<file path="src/soc_bus_pkg.sv">
// Wishbone bus widths, request/response structs, slave select type, address map, GPIO map
`default_nettype none

package soc_bus_pkg;

  // ====================================================================
  // Bus widths
  // ====================================================================
  localparam int WB_ADDR_W = 32;
  localparam int WB_DATA_W = 32;
  // One select bit per byte lane
  localparam int WB_SEL_W  = WB_DATA_W / 8;

  // Master to slave
  typedef struct packed {
    logic [WB_ADDR_W-1:0] adr;
    logic [WB_DATA_W-1:0] dat;
    logic [WB_SEL_W-1:0]  sel;
    logic                 we;
    logic                 cyc;
    logic                 stb;
  } wb_req_t;

  // Slave to master, ack and err are single-cycle pulses
  typedef struct packed {
    logic [WB_DATA_W-1:0] dat;
    logic                 ack;
    logic                 err;
  } wb_rsp_t;

  // Target of the current transfer
  typedef enum logic [1:0] {
    SEL_IMEM = 2'd0,
    SEL_DMEM = 2'd1,
    SEL_GPIO = 2'd2,
    SEL_NONE = 2'd3
  } slave_sel_e;

  // ====================================================================
  // Address map, decoded on adr[31:28]
  // ====================================================================
  localparam logic [3:0] IMEM_BASE_NIB = 4'h0;
  localparam logic [3:0] DMEM_BASE_NIB = 4'h2;
  localparam logic [3:0] GPIO_BASE_NIB = 4'h8;

  // GPIO register offsets within the block, on adr[7:0]
  localparam logic [7:0] GPIO_OUT_OFS = 8'h00;
  localparam logic [7:0] GPIO_EN_OFS  = 8'h04;
  localparam logic [7:0] GPIO_IN_OFS  = 8'h08;

  // Number of GPIO pins
  localparam int GPIO_W = 24;

endpackage : soc_bus_pkg

`default_nettype wire

</file>
<file path="src/wb_gpio.sv">
// GPIO Wishbone slave: output and enable registers, two-flop input synchronizer
`default_nettype none
`timescale 1ns/1ps

module wb_gpio (
  input  wire                               clk,
  input  wire                               rst_n_i,
  input  wire soc_bus_pkg::wb_req_t         req_i,
  input  wire [soc_bus_pkg::GPIO_W-1:0]     gpio_i,
  output soc_bus_pkg::wb_rsp_t              rsp_o,
  output logic [soc_bus_pkg::GPIO_W-1:0]    gpio_o,
  output logic [soc_bus_pkg::GPIO_W-1:0]    gpio_en_o
);

  import soc_bus_pkg::*;

  logic [GPIO_W-1:0]    out_q;
  logic [GPIO_W-1:0]    en_q;
  logic [GPIO_W-1:0]    in_meta;
  logic [GPIO_W-1:0]    in_sync;
  logic [7:0]           ofs;
  logic                 acc;
  logic                 ack_q;
  logic [WB_DATA_W-1:0] rdat_q;

  assign ofs = req_i.adr[7:0];
  assign acc = req_i.cyc & req_i.stb & ~ack_q;

  // Byte-lane merge into a GPIO register
  function automatic logic [GPIO_W-1:0] merge(input logic [GPIO_W-1:0] old,
                                              input logic [WB_DATA_W-1:0] wdat,
                                              input logic [WB_SEL_W-1:0] sel);
    logic [GPIO_W-1:0] r;
    r = old;
    for (int i = 0; i < GPIO_W / 8; i++) begin
      if (sel[i]) r[8*i +: 8] = wdat[8*i +: 8];
    end
    return r;
  endfunction

  // ====================================================================
  // Registers
  // ====================================================================
  always_ff @(posedge clk or negedge rst_n_i) begin
    if (!rst_n_i) begin
      out_q <= '0;
      en_q  <= '0;
      ack_q <= 1'b0;
    end else begin
      ack_q <= acc;
      if (acc && req_i.we) begin
        // Input offset is read-only, writes there are dropped
        if (ofs == GPIO_OUT_OFS) out_q <= merge(out_q, req_i.dat, req_i.sel);
        if (ofs == GPIO_EN_OFS)  en_q  <= merge(en_q, req_i.dat, req_i.sel);
      end
    end
  end

  // Pins are asynchronous to clk
  always_ff @(posedge clk or negedge rst_n_i) begin
    if (!rst_n_i) begin
      in_meta <= '0;
      in_sync <= '0;
    end else begin
      in_meta <= gpio_i;
      in_sync <= in_meta;
    end
  end

  // Read mux, unused offsets give zero
  always_ff @(posedge clk) begin
    if (acc && !req_i.we) begin
      case (ofs)
        GPIO_OUT_OFS: rdat_q <= WB_DATA_W'(out_q);
        GPIO_EN_OFS:  rdat_q <= WB_DATA_W'(en_q);
        GPIO_IN_OFS:  rdat_q <= WB_DATA_W'(in_sync);
        default:      rdat_q <= '0;
      endcase
    end
  end

  assign rsp_o.dat = rdat_q;
  assign rsp_o.ack = ack_q;
  assign rsp_o.err = 1'b0;

  assign gpio_o    = out_q;
  assign gpio_en_o = en_q;

endmodule : wb_gpio

`default_nettype wire

</file>
<file path="config.mk">
export PLATFORM = sky130hd
export DESIGN_NAME = wb_gpio
export DESIGN_NICKNAME = d
export VERILOG_FILES = /design/src/soc_bus_pkg.sv /design/src/wb_gpio.sv
export SDC_FILE = /design/constraint.sdc
export NUM_CORES = 1
export LEC_CHECK = 0
export ABC_AREA = 1
export BUFFER_PORTS_ARGS = -buffer_cell sky130_fd_sc_hd__buf_2
export CAP_MARGIN = 20
export CORE_MARGIN = 4
export CORE_UTILIZATION = 44
export CTS_BUF_LIST = sky130_fd_sc_hd__clkbuf_8 sky130_fd_sc_hd__clkbuf_16
export CTS_CLUSTER_SIZE = 10
export DETAILED_ROUTE_END_ITERATION = 10
export PLACE_DENSITY = 0.76
export SLEW_MARGIN = 20
export SYNTH_ARGS = -nofsm -noshare
export SYNTH_HDL_FRONTEND = slang
export SYNTH_SLANG_ARGS = --single-unit
</file>
<file path="constraint.sdc">
create_clock -name clk -period 3.2 [get_ports clk]
set_input_delay 0.64 -clock clk [delete_from_list [all_inputs] [get_ports clk]]
set_output_delay 0.64 -clock clk [all_outputs]
set_load 0.05 [all_outputs]
</file>
==> impl_metrics.toml <==
[placed_design]
routabilityCongestion = 0.784
io_buffers = 136
dpl.hpwl_mm = 7.54

[clock_network]
path_clk_slew_ps = 60
insertion_delay_ps = 520
cts_setup_buffers = 0
cts_resized = 0
h-tree-depth = 4
clock_sinks = 121
cts_root_buffer = "clkbuf_8"
cts_buffer_depth = 2
cts_tree = "yes"
ctsHoldBuffers = 0
cts_buffers = 17

[floorplanning]
num_rows = 37
io_pins = 179
dieHeight_um = 110
die-area_um2 = 12200
die_w_um = 110
initial_core_util_pct = 44.8
core_um2 = 10300

[timing]
worst_slew_pin_slew_ps = 944
slew_viol_final = 0
rsz0062_at_grt = "no"
setup_viol = 0
tns_ps = 0
max_slew_margin_pct = 37.1
layout_min_cycle_time_ps = 1890
timing_hold_violations_final = 0
fin_crit_sh_pct = 59.1
max_freq_ghz = 0.529
fin_skew_ps = 6.22

[drt]
vias_per_cell = 4.89
ant_nets = 0
avgRoutedWirePerCell_um = 15.6
drt_wl_total_mm = 11.1
drcViolationCount = 0
drt_iter0_drc = 217
firstDrtPassIters = 5
via_count = 3495

[layout]
drive_above_1_share_pct = 32.3
diodes = 0
multi_input_area_um2 = 1250
nets = 663
area_growth_pct = 29.2
final_util_pct = 57.9
fillers = 902
regArea_um2 = 3150

[critical_path]
critPathBufInv = 1
cp.required_ps = 2560
arrival_ps = 1250
critPathKind = "reg -> out"
cpPeakStageDelay_ps = 430
slowest_stage = "dfrtp_1"
startpoint_type = "flip-flop"
path_max_fanout = 4
end_kind = "output port"
crit_path_cell_trace = "buf_2"
cp_top_family = "flip-flops"

[pwr]
finalPower_mw = 3.60
pwr_density_cell_nw_per_um2 = 605
p_leak_nw = 3.23
ir_worst_vdd_mv = 0.278

[logic_synthesis]
synth_area_per_cell_um2 = 10.9
synth_mux_area_share_pct = 0
synth-seq-cells = 121
synth_flop_cell = "dfrtp_1"
synth-async-reset-ratio_pct = 80.2
syn_area_um2 = 4600
synth_xor_area_share_pct = 0
synth_top_area_share_pct = 52.7
synth_common_cells = "nand2_1 (149), dfrtp_1 (97), nand3_1 (96)"
synth_cell_types = 19
synth.area.top_cells = "dfrtp_1 (53%), edfxtp_1 (16%), nand2_1 (12%), nand3_1 (10%), buf_4 (2.1%)"
ys_warn_count = 0
netlist_instances = 422
synth_compound_area_share_pct = 0
yosys.area_share.adder_pct = 0
ys_seq_area_share_pct = 68.4
synth.most_common_cell = "nand2_1"
synth_top_family_by_area = "simple AND/OR/NAND/NOR gates"
yosysTopAreaCell = "dfrtp_1"
synth-edff-count = 24
synth-simple-area-share_pct = 26.2

[global_routing]
antenna_found_initial = 0
grt_pass1_vias = 3395
grt.total_usage_pct = 19.4
grt_pass1_wl_mm = 17.3
grt_max_degree = 76
overflow = 0

[outcome]
status = "complete, no violations"

[job]
maxCapViolCount = 0

[min_path]
min_path_type = "in -> reg"
power breakdown:
group	switching, mW	total [mW]	internal [mW]
Sequential	0.0129	1.62	1.61
Clock	0.647	1.81	1.16
Combinational	0.123	0.166	0.0424
layer usage:
| metal | GRT usage (%) | part of all wire, % | vias to the layer above |
|---|---|---|---|
| met4 | 7.74 | 1.2 | 0 |
| met2 | 30.2 | 49 | 163 |
| met5 | 0 | 0 | - |
| li1 | - | - | 1655 |
| met1 | 25.1 | 41 | 1660 |
| met3 | 6.64 | 9.1 | 17 |
cells by family after synthesis:
kind of cell,Yosys count
AND/OR/NAND/NOR,264
flip-flops,121
buffers and inverters,36
other,1
area by class of cell:
class | count | share of cell area, %
Sequential cell | 121 | 52.9
Inverter | 9 | 0.568
Multi-Input combinational cell | 273 | 21.1
Timing Repair Buffer | 144 | 12.7
Tap cell | 136 | 2.86
Clock inverter | 8 | 0.694
Clock buffer | 24 | 9.15
cells in the final DEF, fill, tap and decap left out, types with 3 or more instances in the layout:
cell type,n
inv_1,11
edfxtp_1,24
clkbuf_16,19
clkbuf_8,5
nor2_1,5
nand2_4,4
clkinv_2,3
dfrtp_1,97
buf_4,8
buf_2,135
conb_1,9
nand2_1,149
nand3_1,96
nor2_4,5
final timing paths:
kind / start / slack (ps) / end / cells past startpoint
worst max-delay path: ack_q$_DFF_PN0_ / 1310 / rsp_o[1] / 1
worst max register to register: ack_q$_DFF_PN0_ / 1430 / gpio_o[18]$_DFFE_PN0P_ / 6
max in group asynchronous: rst_n_i / 2160 / gpio_en_o[14]$_DFFE_PN0P_ / 2
worst min register to register: in_meta[22]$_DFF_PN0_ / 340 / in_sync[22]$_DFF_PN0_ / 0
worst min-delay path: gpio_i[21] / 220 / in_meta[21]$_DFF_PN0_ / 1
min in group asynchronous: rst_n_i / 260 / gpio_en_o[7]$_DFFE_PN0P_ / 1
through the flow:
| stage | cell area [um2] | hold WS (ps) | instances | worst slack, ps |
|---|---|---|---|---|
| 6_report | 5950 | 224 | 715 | 1310 |
| 4_1_cts | 5950 | 197 | 715 | 1280 |
| 3_3_place_gp | 5360 | 333 | 683 | 1010 |
| 2_1_floorplan | 4640 | 331 | 430 | 678 |
| 3_5_place_dp | 5360 | 335 | 683 | 902 |
| 5_1_grt | 5950 | 188 | 715 | 1250 |
registers in the layout, summed over array words and instances (netlist names):
| signal | count |
|---|---|
| rdat_q | 24 |
| gpio_en_o | 24 |
| in_meta | 24 |
| in_sync | 24 |
| gpio_o | 24 |
| ack_q | 1 |
(Power assumes the default switching activity.)
