<file path="src/soc_bus_pkg.sv">
// Wishbone bus widths, request/response structs, slave select type, address map, GPIO map
`default_nettype none

package soc_bus_pkg;

  // ====================================================================
  // Bus widths
  // ====================================================================
  localparam int WB_ADDR_W = 32;
  localparam int WB_DATA_W = 32;
  // One select bit per byte lane
  localparam int WB_SEL_W  = WB_DATA_W / 8;

  // Master to slave
  typedef struct packed {
    logic [WB_ADDR_W-1:0] adr;
    logic [WB_DATA_W-1:0] dat;
    logic [WB_SEL_W-1:0]  sel;
    logic                 we;
    logic                 cyc;
    logic                 stb;
  } wb_req_t;

  // Slave to master, ack and err are single-cycle pulses
  typedef struct packed {
    logic [WB_DATA_W-1:0] dat;
    logic                 ack;
    logic                 err;
  } wb_rsp_t;

  // Target of the current transfer
  typedef enum logic [1:0] {
    SEL_IMEM = 2'd0,
    SEL_DMEM = 2'd1,
    SEL_GPIO = 2'd2,
    SEL_NONE = 2'd3
  } slave_sel_e;

  // ====================================================================
  // Address map, decoded on adr[31:28]
  // ====================================================================
  localparam logic [3:0] IMEM_BASE_NIB = 4'h0;
  localparam logic [3:0] DMEM_BASE_NIB = 4'h2;
  localparam logic [3:0] GPIO_BASE_NIB = 4'h8;

  // GPIO register offsets within the block, on adr[7:0]
  localparam logic [7:0] GPIO_OUT_OFS = 8'h00;
  localparam logic [7:0] GPIO_EN_OFS  = 8'h04;
  localparam logic [7:0] GPIO_IN_OFS  = 8'h08;

  // Number of GPIO pins
  localparam int GPIO_W = 24;

endpackage : soc_bus_pkg

`default_nettype wire

</file>
<file path="src/soc_core_pkg.sv">
// Core memory request struct, load/store width codes, memory sizes, boot ROM region
`default_nettype none

package soc_core_pkg;

  // Core register width
  localparam int XLEN = 32;

  // RV32I load/store funct3 encodings
  typedef enum logic [2:0] {
    OP_B  = 3'b000,
    OP_H  = 3'b001,
    OP_W  = 3'b010,
    OP_BU = 3'b100,
    OP_HU = 3'b101
  } mem_op_e;

  // Memory stage request, held by the core while stalled
  typedef struct packed {
    logic [XLEN-1:0] addr;
    logic [XLEN-1:0] wdata;
    logic            read;
    logic            write;
    mem_op_e         op;
  } mem_req_t;

  // ====================================================================
  // Memory sizes and boot region
  // ====================================================================
  // pc[31:12] all ones selects the boot ROM, 0xFFFFF000 and up
  localparam logic [19:0] BOOT_REGION_NIB = 20'hFFFFF;
  localparam int BOOT_ROM_WORDS = 16;
  localparam int DMEM_WORDS     = 128;
  localparam int IMEM_WORDS     = 1024;

endpackage : soc_core_pkg

`default_nettype wire

</file>
<file path="src/wb_master_bridge.sv">
// Wishbone master bridge: core request to bus transfer, lane steering, load extension
`default_nettype none
`timescale 1ns/1ps

module wb_master_bridge (
  input  wire                     clk,
  input  wire                     rst_n_i,
  input  wire soc_core_pkg::mem_req_t req_i,
  input  wire soc_bus_pkg::wb_rsp_t   rsp_i,
  output soc_bus_pkg::wb_req_t    wb_o,
  output logic [31:0]             rdata_o,
  output logic                    stall_o
);

  import soc_bus_pkg::*;
  import soc_core_pkg::*;

  logic                 pending;
  logic                 done;
  logic [1:0]           ofs;
  logic [WB_SEL_W-1:0]  sel;
  logic [WB_DATA_W-1:0] wdat;
  logic [WB_DATA_W-1:0] shifted;

  // Request still open until the slave or decoder terminates it
  assign pending = req_i.read | req_i.write;
  assign done    = rsp_i.ack | rsp_i.err;
  assign ofs     = req_i.addr[1:0];

  // ====================================================================
  // Byte lanes and write data steering
  // ====================================================================
  always_comb begin
    case (req_i.op)
      OP_B, OP_BU: begin
        sel  = WB_SEL_W'(4'b0001 << ofs);
        // Byte copied to every lane, sel picks the live one
        wdat = {4{req_i.wdata[7:0]}};
      end
      OP_H, OP_HU: begin
        sel  = WB_SEL_W'(4'b0011 << {ofs[1], 1'b0});
        wdat = {2{req_i.wdata[15:0]}};
      end
      default: begin
        sel  = '1;
        wdat = req_i.wdata;
      end
    endcase
  end

  // Strobe drops on the ack/err cycle so each request is one transfer
  always_comb begin
    wb_o.adr = req_i.addr;
    wb_o.dat = wdat;
    wb_o.sel = sel;
    wb_o.we  = req_i.write;
    wb_o.cyc = pending & ~done;
    wb_o.stb = pending & ~done;
  end

  // Core waits until the termination cycle
  assign stall_o = pending & ~done;

  // ====================================================================
  // Load data extraction and extension
  // ====================================================================
  // Addressed byte or half moved down to bit 0
  assign shifted = rsp_i.dat >> {ofs, 3'b000};

  always_comb begin
    if (rsp_i.err) begin
      // Error termination reads as zero
      rdata_o = '0;
    end else begin
      case (req_i.op)
        OP_B:    rdata_o = {{24{shifted[7]}}, shifted[7:0]};
        OP_BU:   rdata_o = {24'h0, shifted[7:0]};
        OP_H:    rdata_o = {{16{shifted[15]}}, shifted[15:0]};
        OP_HU:   rdata_o = {16'h0, shifted[15:0]};
        default: rdata_o = rsp_i.dat;
      endcase
    end
  end

  // Core must not issue misaligned half or word accesses
  a_aligned: assert property (@(posedge clk) disable iff (!rst_n_i)
    pending |-> ((req_i.op inside {OP_H, OP_HU}) ? !req_i.addr[0] :
                 (req_i.op == OP_W) ? (req_i.addr[1:0] == 2'b00) : 1'b1));

  // Slaves and decoder never terminate with both ack and err
  a_ack_err: assert property (@(posedge clk) disable iff (!rst_n_i)
    !(rsp_i.ack && rsp_i.err));

endmodule : wb_master_bridge

`default_nettype wire

</file>
<file path="config.mk">
export PLATFORM = sky130hd
export DESIGN_NAME = wb_master_bridge
export DESIGN_NICKNAME = d
export VERILOG_FILES = /design/src/soc_bus_pkg.sv /design/src/soc_core_pkg.sv /design/src/wb_master_bridge.sv
export SDC_FILE = /design/constraint.sdc
export NUM_CORES = 1
export LEC_CHECK = 0
export ABC_AREA = 0
export BUFFER_PORTS_ARGS = -buffer_cell sky130_fd_sc_hd__clkbuf_2
export CAP_MARGIN = 20
export CORE_AREA = 5 5 78 80
export DETAILED_ROUTE_END_ITERATION = 10
export DIE_AREA = 0 0 83 85
export PLACE_DENSITY = 0.73
export SYNTH_ARGS = -nofsm -noshare
export SYNTH_HDL_FRONTEND = slang
export SYNTH_SLANG_ARGS = --single-unit
</file>
<file path="constraint.sdc">
create_clock -name vclk -period 5.8
set_input_delay 1.16 -clock vclk [all_inputs]
set_output_delay 1.16 -clock vclk [all_outputs]
set_load 0.01 [all_outputs]
</file>
==> flow_summary_export.csv <==
group,metric,value,unit
synth,syn_inst,206,
final_layout,synthToLayoutAreaGrowth,28.76,%
setup_path,startpoint,"req_i[37]",
global_routing,track_usage,14.74,%
clock_tree,cts_resized,0,
power,power,168.6,µW
global_routing,grtUsageMet1,15.51,%
synth,synth.avg_cell_area,7.349,µm²
job,cap_viol_max_count,0,
timing,period_needed,4.390,ns
floorplan,dieArea,7055,µm²
placed_design,place_area,1938,µm²
worst_hold_path,hp-class,"input pin to primary output",
clock_tree,postCtsHoldBufs,0,
power,p_per_area,86.47,nW/µm²
timing,setup_slack,1.410,ns
synth,yosysSeqAreaShare,0,%
final_layout,fill_cells,580,
setup_path,cp_slowest_cell,"nor4_4",
timing,max_freq,227.8,MHz
final_layout,nClkBuffers,0,
detailed_routing,drc,0,
global_routing,use_met2,28.79,%
power,ir_drop,0.04119,mV
setup_path,cp_cell_sequence,"clkbuf_2, nand2b_1, mux4_2, nor4_4, a21o_1, clkbuf_2",
worst_hold_path,min_from,"req_i[50]",
final_layout,seq_cell_count,0,
global_routing,grt_use_met3,3.495,%
final_layout,nets,401,
timing,setup_viol,0,
detailed_routing,totalWireLength,5744,µm
status,status,"complete, no violations",
setup_path,critical_path.max_stage_delay,0.69,ns
synth,yosys_warnings,0,
global_routing,grt_max_degree,35,
detailed_routing,via_per_inst,5.167,
final_layout,fin_util,36.52,%
global_routing,grt_pass1_wl,9039,µm
setup_path,cp-start-kind,"input pin",
setup_path,critPathRequiredTime,4.64,ns
setup_path,crit_type,"input pin to primary output",
final_layout,antenna_cells,0,
floorplan,fp.dieH,85,µm
final_layout,regArea,0,µm²
timing,period_share,75.69,%
power,p_leak,1.160,nW
synth,syn-num-nets,311,
synth,synth_cell_types,29,
floorplan,initial_core_util,28.36,%
setup_path,end_kind,"primary output",
global_routing,antenna_found_initial,0,
timing,maxSlewHeadroom,39.25,%
timing,rsz0062_at_grt,"false",
detailed_routing,routedWlPerCell,15.69,µm
floorplan,core-area,5338,µm²
timing,setup_tns,0,ns
detailed_routing,drt_first_pass_iters,5,
clock_tree,cts_setup_buffers,0,
setup_path,crit_path_frequent_cell,"clkbuf_2",
placed_design,gp_congestion,0.8081,
setup_path,endpoint,"rdata_o[25]",
floorplan,boundaryPins,209,
final_layout,drive_gt1_share,58.16,%
placed_design,place_hpwl,4802,µm
synth,syn_area,1514,µm²
setup_path,worstPathArrival,3.23,ns
timing,final_hold_viol_count,0,
timing,tightest_slew,0.9045,ns
detailed_routing,first_iter_violations,117,
detailed_routing,ant_nets,0,
placed_design,dpl_worst_slack,1.391,ns
timing,worst_hold_slack,2.320,ns
global_routing,busiest_layer,"met2",
final_layout,fin_cells,366,
final_layout,finalInstanceArea,1949,µm²
floorplan,num_rows,27,
global_routing,overflow,0,
placed_design,portBuffers,147,
setup_path,crit_path_max_fanout,19,
timing,slew_viol_final,0,
global_routing,first_global_vias,1877,
detailed_routing,vias,1891,
placed_design,placedCellCount,365,
floorplan,fp.dieW,83,µm
synthesized netlist by cell type:
master	instances	area [µm²]
a21o_1	18	135.1
a21oi_1	6	30.03
a222oi_1	6	60.06
a22o_1	7	61.31
a22oi_1	8	60.06
a31oi_1	1	6.260
a32oi_1	1	8.760
buf_1	3	11.26
buf_2	3	15.01
buf_4	43	322.8
buf_6	2	22.52
clkbuf_1	10	37.54
inv_2	2	7.510
mux2_1	7	78.83
mux2_2	17	191.4
mux2i_1	12	120.1
mux4_2	1	22.52
nand2_1	17	63.81
nand2b_1	2	12.51
nor2_1	5	18.77
nor2b_1	11	68.82
nor3_1	1	5.000
nor4_4	1	21.27
nor4b_2	1	15.01
o21a_1	1	7.510
o21ai_0	8	40.04
o21ai_1	8	40.04
o21bai_1	3	22.52
or4_1	1	7.510
critical path: cells and delay by family:
kind / cells / cell delay (ns)
simple gates: 2 / 0.95
mux: 1 / 0.50
buf+inv: 2 / 0.43
compound gates: 1 / 0.17
placed cells by master, fill, tap and decap left out, types with 6 or more instances in the layout:
cell / instances
mux2i_1: 12
a22oi_1: 8
o21ai_0: 8
nand2_1: 17
a222oi_1: 6
nor2b_1: 11
a22o_1: 7
mux2_1: 7
o21ai_1: 8
a21o_1: 18
a21oi_1: 6
clkbuf_2: 147
mux2_2: 17
per-layer routing:
layer  wire length (µm)  share of wire (%)  vias to the layer above
met5                  0                  0                        -
met4                175                3.0                        0
met3                584                 10                       22
met2               2933                 51                      135
met1               2050                 36                      843
li1                   -                  -                      891
worst min-delay path by stage:
stage / to / cells past startpoint / slack, ns
detailed placement: wb_o[44] / 0 / 2.32
floorplan: stall_o / 1 / 2.39
finish: wb_o[52] / 0 / 2.32
global placement: wb_o[44] / 0 / 2.32
CTS: wb_o[44] / 0 / 2.32
global route: wb_o[45] / 0 / 2.32
area by class of cell:
cell class | count | area, µm² | share of cell area [%]
multi-input combinational | 143 | 1097 | 56.29
inverter | 2 | 7.507 | 0.3851
timing repair buffer | 149 | 754.5 | 38.70
tap | 72 | 90.09 | 4.621
logic make-up (layout without fill, tap and decap cells):
family	after synthesis	count (layout)	synth area share, %
AOI/OAI and AO/OA	67	67	31.16
and+or+nand+nor	39	39	14.05
buffers and inverters	63	151	27.52
muxes	37	37	27.27
power breakdown:
part	leakage (nW)	switching (mW)	internal (mW)	total, mW
registers	0	0	0	0
clock network	0	0	0	0
logic	1.16	0.0891	0.0795	0.169
total	1.16	0.0891	0.0795	0.169
(Power assumes the default switching activity.)
