[config.mk]
export PLATFORM = sky130hd
export DESIGN_NAME = wb_addr_decoder
export DESIGN_NICKNAME = d
export VERILOG_FILES = /design/src/soc_bus_pkg.sv /design/src/wb_addr_decoder.sv
export SDC_FILE = /design/constraint.sdc
export NUM_CORES = 1
export LEC_CHECK = 0
export ABC_AREA = 1
export BUFFER_PORTS_ARGS = -buffer_cell sky130_fd_sc_hd__buf_2
export CAP_MARGIN = 0
export CORE_AREA = 4 4 163 165
export CTS_CLUSTER_DIAMETER = 80
export CTS_CLUSTER_SIZE = 24
export DETAILED_ROUTE_END_ITERATION = 10
export DIE_AREA = 0 0 167 169
export PLACE_DENSITY = 0.36
export SLEW_MARGIN = 15
export SYNTH_ARGS = -nofsm -noshare
export SYNTH_HDL_FRONTEND = slang
export SYNTH_SLANG_ARGS = --single-unit
export TNS_END_PERCENT = 5
[constraint.sdc]
create_clock -name clk -period 1.89 [get_ports clk]
set_input_delay 0.189 -clock clk [delete_from_list [all_inputs] [get_ports clk]]
set_output_delay 0.189 -clock clk [all_outputs]
set_load 0.01 [all_outputs]
[src/soc_bus_pkg.sv]
// Wishbone bus widths, request/response structs, slave select type, address map, GPIO map
`default_nettype none

package soc_bus_pkg;

  // ====================================================================
  // Bus widths
  // ====================================================================
  localparam int WB_ADDR_W = 32;
  localparam int WB_DATA_W = 32;
  // One select bit per byte lane
  localparam int WB_SEL_W  = WB_DATA_W / 8;

  // Master to slave
  typedef struct packed {
    logic [WB_ADDR_W-1:0] adr;
    logic [WB_DATA_W-1:0] dat;
    logic [WB_SEL_W-1:0]  sel;
    logic                 we;
    logic                 cyc;
    logic                 stb;
  } wb_req_t;

  // Slave to master, ack and err are single-cycle pulses
  typedef struct packed {
    logic [WB_DATA_W-1:0] dat;
    logic                 ack;
    logic                 err;
  } wb_rsp_t;

  // Target of the current transfer
  typedef enum logic [1:0] {
    SEL_IMEM = 2'd0,
    SEL_DMEM = 2'd1,
    SEL_GPIO = 2'd2,
    SEL_NONE = 2'd3
  } slave_sel_e;

  // ====================================================================
  // Address map, decoded on adr[31:28]
  // ====================================================================
  localparam logic [3:0] IMEM_BASE_NIB = 4'h0;
  localparam logic [3:0] DMEM_BASE_NIB = 4'h2;
  localparam logic [3:0] GPIO_BASE_NIB = 4'h8;

  // GPIO register offsets within the block, on adr[7:0]
  localparam logic [7:0] GPIO_OUT_OFS = 8'h00;
  localparam logic [7:0] GPIO_EN_OFS  = 8'h04;
  localparam logic [7:0] GPIO_IN_OFS  = 8'h08;

  // Number of GPIO pins
  localparam int GPIO_W = 24;

endpackage : soc_bus_pkg

`default_nettype wire

[src/wb_addr_decoder.sv]
// Wishbone address decoder: slave select, request fan-out, response mux, error termination
`default_nettype none
`timescale 1ns/1ps

module wb_addr_decoder (
  input  wire                   clk,
  input  wire                   rst_n_i,
  input  wire soc_bus_pkg::wb_req_t m_req_i,
  input  wire soc_bus_pkg::wb_rsp_t imem_rsp_i,
  input  wire soc_bus_pkg::wb_rsp_t dmem_rsp_i,
  input  wire soc_bus_pkg::wb_rsp_t gpio_rsp_i,
  output soc_bus_pkg::wb_rsp_t  m_rsp_o,
  output soc_bus_pkg::wb_req_t  imem_req_o,
  output soc_bus_pkg::wb_req_t  dmem_req_o,
  output soc_bus_pkg::wb_req_t  gpio_req_o
);

  import soc_bus_pkg::*;

  slave_sel_e sel;
  logic       err_q;

  // Pass a request on with cyc/stb kept only for the chosen slave
  function automatic wb_req_t gate_req(input wb_req_t r, input logic en);
    wb_req_t g;
    g     = r;
    g.cyc = r.cyc & en;
    g.stb = r.stb & en;
    return g;
  endfunction

  // Top nibble picks the target
  always_comb begin
    case (m_req_i.adr[WB_ADDR_W-1 -: 4])
      IMEM_BASE_NIB: sel = SEL_IMEM;
      DMEM_BASE_NIB: sel = SEL_DMEM;
      GPIO_BASE_NIB: sel = SEL_GPIO;
      default:       sel = SEL_NONE;
    endcase
  end

  assign imem_req_o = gate_req(m_req_i, sel == SEL_IMEM);
  assign dmem_req_o = gate_req(m_req_i, sel == SEL_DMEM);
  assign gpio_req_o = gate_req(m_req_i, sel == SEL_GPIO);

  // Unmapped address, err one cycle after stb like a real slave
  always_ff @(posedge clk or negedge rst_n_i) begin
    if (!rst_n_i) begin
      err_q <= 1'b0;
    end else begin
      err_q <= m_req_i.cyc & m_req_i.stb & (sel == SEL_NONE) & ~err_q;
    end
  end

  // Response from the slave the address points at
  always_comb begin
    case (sel)
      SEL_IMEM: m_rsp_o = imem_rsp_i;
      SEL_DMEM: m_rsp_o = dmem_rsp_i;
      SEL_GPIO: m_rsp_o = gpio_rsp_i;
      default: begin
        m_rsp_o.dat = '0;
        m_rsp_o.ack = 1'b0;
        m_rsp_o.err = err_q;
      end
    endcase
  end

  // Never more than one slave strobed
  a_one_stb: assert property (@(posedge clk) disable iff (!rst_n_i)
    $onehot0({imem_req_o.stb, dmem_req_o.stb, gpio_req_o.stb}));

endmodule : wb_addr_decoder

`default_nettype wire

==> key figures, run 1 <==
Power
  • Sw Share: 0.483
  • Clock Power Share: 0
  • Pwr/cell area: 155 mW/mm²
  • Pleak: 1.12 nW
  • Power, Total: between 0.3 and 0.4 mW
  • Sw power: 0.155 mW
  • Sequential power share: 0.075
  • Comb pwr share: 0.925
  • Cell Int Power: 0.166 mW
  • Worst ir drop on vdd: 0.0709 mV

Synth
  • Synthesized flop and latch total: 1
  • Seq/Total Area, Yosys: 0.0103
  • Synthesized instance count: 379
  • Ys flop type: dfrtp_1
  • Top-count cell post-synth: buf_4
  • Synth top area cells: buf_4, nand2_1, nand3_1, buf_6, nand2_2
  • Post-synth EDFFs: 0
  • Netlist cell types: 15
  • Top cells by count, synth: buf_4, nand2_1, nand3_1, nand2_2, nor2_1
  • Syn_nets: about 550
  • FFs w/ async S/R, synth: 1.00
  • Top-area cell type share of the netlist area: 0.645
  • Avg Cell Area, Syn: between 6 and 7 µm²
  • Yosys warns: 0
  • Mapped cell area: 0.00243 mm²
  • Yosys top cell by area: buf_4

Setup path
  • CP Max Fanout: 16
  • Crit start category: input port
  • Worst Path Arrival: 1400 ps
  • R2R Setup Slk: 1320 ps
  • Reg2reg end: err_q
  • R2R depth: 1
  • Crit. End Element: output pin
  • CP Data Required Time: 1700 ps
  • Kind of critical path: in -> out
  • R2R Path Start: err_q

GRT
  • Total global-route track usage: 0.0603
  • First-pass GRT wire length: 12800 µm
  • Initial antenna violation count: 4
  • Gr ovfl total: 0
  • Largest net degree at the start of global routing: 20
  • Vias in the first global route: 1897

Floorplanning
  • Chip height: 169 µm
  • Starting Density: 0.0972
  • Num rows: 58
  • I/O pins: 422
  • Core area: 0.0250 mm²
  • Die Area: 0.0282 mm²
  • Die width: around 170 µm

Final layout
  • Share of cells above drive strength 1: 0.569
  • Max reg flops: 1
  • Register bank with the most flops: err_q
  • Area Overhead vs Synth: -14.9%
  • Antenna fix cells: 0
  • Nets: a little over 500
  • Largest registers: err_q: 1 flops

Clock network
  • CTS hold repair buffers: 1
  • Worst-Skew Late Latency: 0 ps
  • PostCTS Resize Cnt: 0
  • Post-CTS setup buffers: 0

Timing
  • Measured slew at the worst slew-check pin: around 280 ps
  • Setup violations, final: 0
  • Final Hold Vio Count: 0
  • Setup TNS: 0 ps
  • Max-slew violations: 0
  • Slew HR: 0.815
  • RSZ-0062 raised after global routing: no
  • Clock Skew: 0 ps
  • Period minus WS final: 1590 ps
  • Max Clock Freq: 629 MHz
  • Crit share post-route: 0.841

Detailed routing
  • First-pass iteration count of the detailed router: 4
  • DRT iter0 DRCs: 67
  • DRC Markers: 0
  • Avg WL per Cell: 14.6 µm
  • Routed Antenna Nets: 0
  • Via count: 1886
  • WL final: 9630 µm
  • Vias per cell: 2.85

Flow run
  • # Max-Cap Violations: 0

Worst hold path
  • Worst hold path type: in -> out
  • WHS Path Cells: 0
  • Worst hold start: m_req_i[63]
  • Hold EP: dmem_req_o[63]

Place
  • Number of I/O port buffers: 161
  • RePlAce Congestion: around 0.7
  • DP HPWL: 8290 µm

Outcome
  • Status: complete, no violations
cell type report:
type                    count  area (µm²)
fillers                  3026       23000
repair buffers            169         881
multi-input cells         153         718
well taps                 330         413
inverters                   9        33.8
flip-flops and latches      1        25.0
power by group through the flow:
| stage | Sequential (mW) | Clock, mW | Combinational, mW |
|---|---|---|---|
| floorplan | 0.0235 | 0 | 0.547 |
| CTS | 0.0241 | 0 | 0.309 |
| detailed placement | 0.0241 | 0 | 0.305 |
| global route | 0.0243 | 0 | 0.333 |
| global placement | 0.0241 | 0 | 0.304 |
| finish | 0.0240 | 0 | 0.297 |
critical path, stage by stage:
cell     delay, ps
buf_2          170
nor2_4         170
nand2_4         90
nor2_8         100
buf_4          290
nand2_1         90
nand3_1        120
buf_2          160
placed cells by master, fill, tap and decap left out, types with 2 or more instances in the layout:
cell type / netlist / final
nand3_1: 35 / 35
nand2_2: 10 / 10
nor2_4: 4 / 4
inv_2: 3 / 3
nand2_4: 2 / 2
nor2_1: 8 / 8
nand2_1: 89 / 89
buf_4: 209 / 6
buf_2: 0 / 161
nand4_1: 3 / 3
inv_1: 6 / 6
metrics by stage:
stage | hold WS [ps] | area, µm² | util | cells | worst slack, ps
6_report | 378 | 2070 | 0.0827 | 662 | 301
5_1_grt | 378 | 2070 | 0.0827 | 662 | 128
4_1_cts | 378 | 2070 | 0.0827 | 662 | 195
3_5_place_dp | -29.4 | 2060 | 0.0823 | 661 | 200
3_3_place_gp | -33.9 | 2060 | 0.0823 | 661 | 245
2_1_floorplan | -107 | 2430 | - | 379 | 803
logic make-up (layout without fill, tap and decap cells):
kind of cell / Yosys count / count (layout) / synth area share
buf+inv: 225 / 178 / 0.695
simple gates: 153 / 153 / 0.295
flops: 1 / 1 / 0.0103
worst max-delay path by stage:
stage                      from       endpoint  slack (ps)
global placement    m_req_i[68]    m_rsp_o[30]         240
finish              m_req_i[68]    m_rsp_o[30]         300
detailed placement  m_req_i[68]    m_rsp_o[30]         200
global route        m_req_i[68]    m_rsp_o[30]         130
CTS                 m_req_i[68]    m_rsp_o[30]         200
floorplan           m_req_i[69]  dmem_req_o[0]         800
per-layer routing:
| layer | track usage | vias to the layer above | wire length, µm |
|---|---|---|---|
| met1 | 0.0590 | 759 | 3030 |
| met2 | 0.0986 | 162 | 4320 |
| met4 | 0.0445 | 8 | 805 |
| met5 | 0 | - | 60 |
| li1 | - | 862 | - |
| met3 | 0.0301 | 95 | 1420 |
No activity file was read; power rests on OpenSTA's default activity.
==> run 2, diff against run 1 <==
--- a/config.mk
+++ b/config.mk
@@ -5,15 +5,15 @@
 export SDC_FILE = /design/constraint.sdc
 export NUM_CORES = 1
 export LEC_CHECK = 0
-export ABC_AREA = 1
+export ABC_AREA = 0
 export BUFFER_PORTS_ARGS = -buffer_cell sky130_fd_sc_hd__buf_2
 export CAP_MARGIN = 0
-export CORE_AREA = 4 4 163 165
+export CORE_AREA = 4 4 161 163
 export CTS_CLUSTER_DIAMETER = 80
 export CTS_CLUSTER_SIZE = 24
 export DETAILED_ROUTE_END_ITERATION = 10
-export DIE_AREA = 0 0 167 169
-export PLACE_DENSITY = 0.36
+export DIE_AREA = 0 0 165 167
+export PLACE_DENSITY = 0.38
 export SLEW_MARGIN = 15
 export SYNTH_ARGS = -nofsm -noshare
 export SYNTH_HDL_FRONTEND = slang
==> constraint.sdc (replaced) <==
create_clock -name clk -period 1.42 [get_ports clk]
set_input_delay 0.142 -clock clk [delete_from_list [all_inputs] [get_ports clk]]
set_output_delay 0.142 -clock clk [all_outputs]
set_load 0.01 [all_outputs]
==> run 2 against run 1 <==
Against the previous run: largest power group unchanged; wire length rose by 4.5%; critical path type unchanged; the flow now finishes with violations (negative setup slack); critical endpoint is now dmem_req_o[1]; via count is 0.95% lower; register-to-register slack got worse by 570 ps.
==> key figures, run 2 <==
Outcome
  • Status: finished, violations left
  • Failing checks: negative setup slack

Setup path
  • Kind of critical path: in -> out
  • Worst Path Arrival: 1440 ps (+40 ps)
  • Crit start category: input port
  • Crit. End Element: output pin
  • CP Max Fanout: 7 (-9)
  • CP Data Required Time: 1280 ps (-420 ps)

Place
  • Placed Instances: 617 (-6.7%)
  • Placed instance area: 0.00206 mm² (-0.18%)
  • Number of I/O port buffers: 161 (unchanged)
  • Worst slack at placement: -321 ps (-521 ps)
  • DP HPWL: 7280 µm (-12%)
  • RePlAce Congestion: 0.709 (+3.6%)

Synth
  • Post-synth EDFFs: 0 (unchanged)
  • Netlist cell types: 19 (+4)
  • Syn_nets: 516 (-6.9%)
  • Top cells by count, synth: buf_4, nand2_1, a22oi_1, and2_1
  • Seq/Total Area, Yosys: 0.0106 (+0.000344)
  • Mapped cell area: 0.00235 mm² (-3.2%)
  • Synth top area cells: buf_4, nand2_1, a22oi_1, buf_6, a22oi_2
  • FFs w/ async S/R, synth: 1.00 (unchanged)
  • Ys flop type: dfrtp_1
  • Yosys warns: 0 (unchanged)
  • Synthesized instance count: 341 (-10%)
  • Synthesized flop and latch total: 1 (unchanged)
  • Top-area cell type share of the netlist area: 0.663 (+0.0184)
  • Top-count cell post-synth: buf_4
  • Avg Cell Area, Syn: 6.91 µm² (+7.5%)
  • Yosys top cell by area: buf_4

Detailed routing
  • DRT iter0 DRCs: 70 (+4.5%)
  • Vias per cell: 2.96 (+3.7%)
  • Via count: 1868 (-0.95%)
  • Avg WL per Cell: 15.9 µm (+9.5%)
  • First-pass iteration count of the detailed router: 4 (unchanged)
  • DRC Markers: 0 (unchanged)
  • WL final: 10100 µm (+4.5%)
  • Routed Antenna Nets: 0 (unchanged)

Floorplanning
  • I/O pins: 422 (unchanged)
  • Die width: 165 µm (-1.2%)
  • Starting Density: 0.0968 (-0.000376)
  • Core area: 0.0243 mm² (-2.9%)
  • Num rows: 57 (-1.7%)
  • Chip height: 167 µm (-1.2%)
  • Die Area: 0.0276 mm² (-2.4%)

Power
  • Pwr/cell area: 213 mW/mm² (+38%)
  • Pleak: 1.28 nW (+14%)
  • Worst ir drop on vdd: 0.152 mV (+110%)
  • Power, Total: 0.534 mW (+67%)

GRT
  • Total global-route track usage: 0.0624 (+0.00214)
  • Initial antenna violation count: 1 (-3)
  • Largest net degree at the start of global routing: 27 (+35%)
  • First-pass GRT wire length: 12800 µm (-0.33%)
  • Gr ovfl total: 0 (unchanged)
  • Vias in the first global route: 1991 (+5.0%)

Timing
  • Final setup margin: -165 ps (-466 ps)
  • Setup violations, final: 40 (+40)
  • Measured slew at the worst slew-check pin: 285 ps (+6.80 ps)
  • Setup TNS: -4300 ps (-4300 ps)
  • RSZ-0062 raised after global routing: yes
  • Max-slew violations: 0 (unchanged)
  • Max Clock Freq: 631 MHz
  • Clock Skew: 0 ps (unchanged)
  • Final Hold Vio Count: 0 (unchanged)
  • Period minus WS final: 1590 ps
  • Crit share post-route: 1.12
  • Worst hold margin: 284 ps (-94.0 ps)
  • Slew HR: 0.810 (-0.00474)

Final layout
  • FILL cells: 2813 (-7.0%)
  • Max reg flops: 1 (unchanged)
  • Util after Layout: 0.103 (+0.0205)
  • Commonest cells after routing, fill and taps aside: buf_2, nand2_1, a22oi_1
  • Final non-filler cell total: 632 (-4.5%)
  • Register bank with the most flops: err_q
  • Most common cell after layout, fill and taps aside: buf_2
  • Share of cells above drive strength 1: 0.711 (+0.142)
  • Area Overhead vs Synth: 6.59%
  • Largest registers: err_q: 1 flops
  • Final Cell Area: 0.00251 mm² (+21%)
  • Nets: 485 (-4.7%)
  • Antenna fix cells: 0 (unchanged)

Clock network
  • Worst-Skew Late Latency: 0 ps (unchanged)

Flow run
  • # Max-Cap Violations: 0 (unchanged)

Worst hold path
  • Worst hold path type: in -> out
## run 2: worst max-delay path: stages
cell and delay (ps):
buf_8 100, or2_4 270, buf_6 120, nor3b_4 200, buf_6 180, clkbuf_16 180
and2_4 150, buf_6 90
## run 2: path summary, 6_finish.rpt
check / from / to / slack, ps / cells past startpoint
setup / recovery: m_req_i[67] / dmem_req_o[1] / -170 / 8
hold reg to reg: err_q / err_q / 460 / 1
min in group asynchronous: rst_n_i / err_q / 470 / 2
hold / removal: m_req_i[66] / gpio_req_o[66] / 280 / 0
setup reg to reg: err_q / err_q / 750 / 1
max in group asynchronous: rst_n_i / err_q / 860 / 2
## run 2: final cells by class
| type | count | area, µm² | share of cell area |
|---|---|---|---|
| tap | 324 | 405 | 0.162 |
| multi-input combinational | 121 | 772 | 0.308 |
| timing repair buffer | 186 | 1310 | 0.521 |
| sequential | 1 | 25.0 | 0.00997 |
## run 2: cell families after synthesis
family	after synthesis	synth area share
simple gates	81	0.157
buf+inv	219	0.699
flops	1	0.0106
compound gates	40	0.133
## run 2: routing by layer
layer,share of wire,vias up,wire [µm],GRT usage
li1,-,821,-,-
met1,0.33,765,3280,0.0607
met2,0.43,197,4290,0.0987
met3,0.15,83,1510,0.0292
met4,0.095,2,956,0.0539
met5,0.0020,-,20,0
## run 2: power breakdown
group | internal [mW] | switching [mW]
Sequential | 0.0306 | 0.00123
Combinational | 0.277 | 0.226
Clock | 0 | 0
Total | 0.307 | 0.227
## run 2: repair_timing
action                                 CTS  global route
gates cloned                             5             2
hold buffers                             1             0
buffers inserted                         6             1
setup endpoints to repair               40            40
gates resized for setup                 32            25
endpoints found under the hold margin    1             0
pin swaps                               22             6
==> run 3, diff against run 2 <==
--- a/config.mk
+++ b/config.mk
@@ -5,15 +5,15 @@
 export SDC_FILE = /design/constraint.sdc
 export NUM_CORES = 1
 export LEC_CHECK = 0
-export ABC_AREA = 0
+export ABC_AREA = 1
 export BUFFER_PORTS_ARGS = -buffer_cell sky130_fd_sc_hd__buf_2
 export CAP_MARGIN = 0
-export CORE_AREA = 4 4 161 163
+export CORE_AREA = 4 4 164 166
 export CTS_CLUSTER_DIAMETER = 80
 export CTS_CLUSTER_SIZE = 24
 export DETAILED_ROUTE_END_ITERATION = 10
-export DIE_AREA = 0 0 165 167
-export PLACE_DENSITY = 0.38
+export DIE_AREA = 0 0 168 170
+export PLACE_DENSITY = 0.37
 export SLEW_MARGIN = 15
 export SYNTH_ARGS = -nofsm -noshare
 export SYNTH_HDL_FRONTEND = slang
==> run 3 against run 2 <==
Against the previous run: the run now ends clean; first-iteration DRC count shrank 26%; combinational power shrank 15%; total power shrank 14%; setup slack gained 220 ps; global-route usage shrank 1.3 points; wire length shrank 12%; sequential cell count is the same; clock skew is the same; sequential power is essentially flat; die area grew 3.6%.
==> key figures, run 3 (synthesis results as in run 1) <==
Final layout
  • Share of cells above drive strength 1: 0.596 (-0.115)
  • Register bank with the most flops: err_q
  • FILL cells: 3036 (+7.9%)
  • Largest registers: err_q: 1 flops
  • Area Overhead vs Synth: -6.22%
  • Nets: 516 (+6.4%)
  • Max reg flops: 1 (unchanged)
  • Most common cell after layout, fill and taps aside: buf_2
  • Antenna fix cells: 0 (unchanged)
  • Util after Layout: 0.0891 (-0.0141)
  • Commonest cells after routing, fill and taps aside: buf_2, nand2_1, nand3_1
  • Final non-filler cell total: 674 (+6.6%)
  • Final Cell Area: 0.00228 mm² (-9.1%)

Setup path
  • Kind of critical path: in -> out
  • Critical path's slowest cell: nor2_4
  • CP Data Required Time: 1280 ps (about the same)
  • Crit start category: input port
  • Crit. End Element: output pin
  • CP Max Fanout: 14 (+7)
  • CP cell instances: buf_4, nor2_4, nand2_4, nor2_4, buf_4, buf_12, nand2_1, nand3_1, buf_2
  • Worst Path Arrival: 1220 ps (-220 ps)
  • CP peak stage delay: 150 ps (-120 ps)

Flow run
  • # Max-Cap Violations: 0 (unchanged)

Place
  • Worst slack at placement: -2.66 ps (+318 ps)
  • DP HPWL: 7210 µm (-1.0%)
  • Placed instance area: 0.00214 mm² (+3.9%)
  • Placed Instances: 667 (+8.1%)
  • Number of I/O port buffers: 161 (unchanged)
  • RePlAce Congestion: 0.666 (-6.1%)

Power
  • Worst ir drop on vdd: 0.0747 mV (-51%)
  • Sw power: 0.210 mW (-7.6%)
  • Pleak: 1.22 nW (-4.6%)
  • Sw Share: 0.455 (+0.0298)
  • Sequential power share: 0.069 (+0.009)
  • Power, Total: 0.462 mW (-14%)
  • Comb pwr share: 0.931 (-0.009)
  • Clock Power Share: 0 (unchanged)
  • Pwr/cell area: 202 mW/mm² (-5.0%)
  • Cell Int Power: 0.252 mW (-18%)

Floorplanning
  • Chip height: 170 µm (+1.8%)
  • Core area: 0.0256 mm² (+5.3%)
  • Die width: 168 µm (+1.8%)
  • Die Area: 0.0286 mm² (+3.6%)
  • Num rows: 59 (+3.5%)
  • I/O pins: 422 (unchanged)
  • Starting Density: 0.0950 (-0.00182)

Detailed routing
  • Vias per cell: 2.87 (-2.9%)
  • Top Metal Used: met4
  • DRC Markers: 0 (unchanged)
  • WL final: 8870 µm (-12%)
  • Metal-1 WL: 2730 µm (-17%)
  • Avg WL per Cell: 13.2 µm (-17%)
  • DRT iter0 DRCs: 52 (-26%)
  • Routed Antenna Nets: 0 (unchanged)
  • Met3 wire length: 1530 µm (+1.3%)
  • First-pass iteration count of the detailed router: 4 (unchanged)
  • WL met2: 3790 µm (-12%)
  • Via count: 1935 (+3.6%)

Timing
  • Slew HR: 0.843 (+0.0332)
  • Max-slew violations: 0 (unchanged)
  • Setup violations, final: 0 (-100%)
  • Worst hold margin: 284 ps (+0.00200 ps)
  • Setup TNS: 0 ps (+4300 ps)
  • Measured slew at the worst slew-check pin: 235 ps (-49.7 ps)
  • RSZ-0062 raised after global routing: yes
  • Period minus WS final: 1360 ps (-224 ps)
  • Final setup margin: 59.1 ps (+224 ps)
  • Clock Skew: 0 ps (unchanged)
  • Max Clock Freq: 735 MHz (+16%)
  • Final Hold Vio Count: 0 (unchanged)
  • Crit share post-route: 0.958 (-0.158)

GRT
  • Gr ovfl total: 0 (unchanged)
  • Largest net degree at the start of global routing: 21 (-22%)
  • Initial antenna violation count: 0 (-1)
  • Vias in the first global route: 1829 (-8.1%)
  • First-pass GRT wire length: 11200 µm (-13%)
  • Total global-route track usage: 0.0499 (-0.0125)

Clock network
  • Worst-Skew Late Latency: 0 ps (unchanged)

Worst hold path
  • Worst hold path type: in -> out

Outcome
  • Status: complete, no violations
==> run 3: power groups by stage <==
stage	clock (mW)	sequential, mW	combinational (mW)
after floorplan	0	0.0313	0.729
after global placement	0	0.0316	0.411
after detailed placement	0	0.0318	0.411
after CTS	0	0.0318	0.415
after global routing	0	0.0320	0.475
final	0	0.0320	0.429
==> run 3: worst paths after layout <==
check	startpoint	endpoint	slack, ps	cells after the start
min in group asynchronous	rst_n_i	err_q	470	2
max reg2reg	err_q	err_q	820	1
max	m_req_i[70]	m_rsp_o[21]	60	9
min	m_req_i[28]	imem_req_o[28]	280	0
max in group asynchronous	rst_n_i	err_q	860	2
min reg2reg	err_q	err_q	470	1
==> run 3: cell type report <==
class | count | area [µm²] | area share
timing repair buffer | 176 | 1060 | 0.464
tap | 335 | 419 | 0.184
inverter | 9 | 33.8 | 0.0148
multi-input combinational | 153 | 746 | 0.327
sequential | 1 | 25.0 | 0.0110
==> run 3: critical path, delay by kind of cell <==
family        cells  cell delay, ps
simple gates      5             510
buf+inv           4             540
==> run 3: timing repair <==
action,in CTS,in global routing
buffers inserted,0,4
setup endpoints to repair,1,3
pin swaps,0,3
gates cloned,0,2
endpoints found under the hold margin,1,0
hold buffers,1,0
gates resized for setup,1,12
==> run 3: metal layers <==
layer  global-route usage  vias to the layer above
met3               0.0314                       81
li1                     -                      876
met1               0.0459                      804
met2               0.0763                      174
met5                    0                        -
met4               0.0455                        0
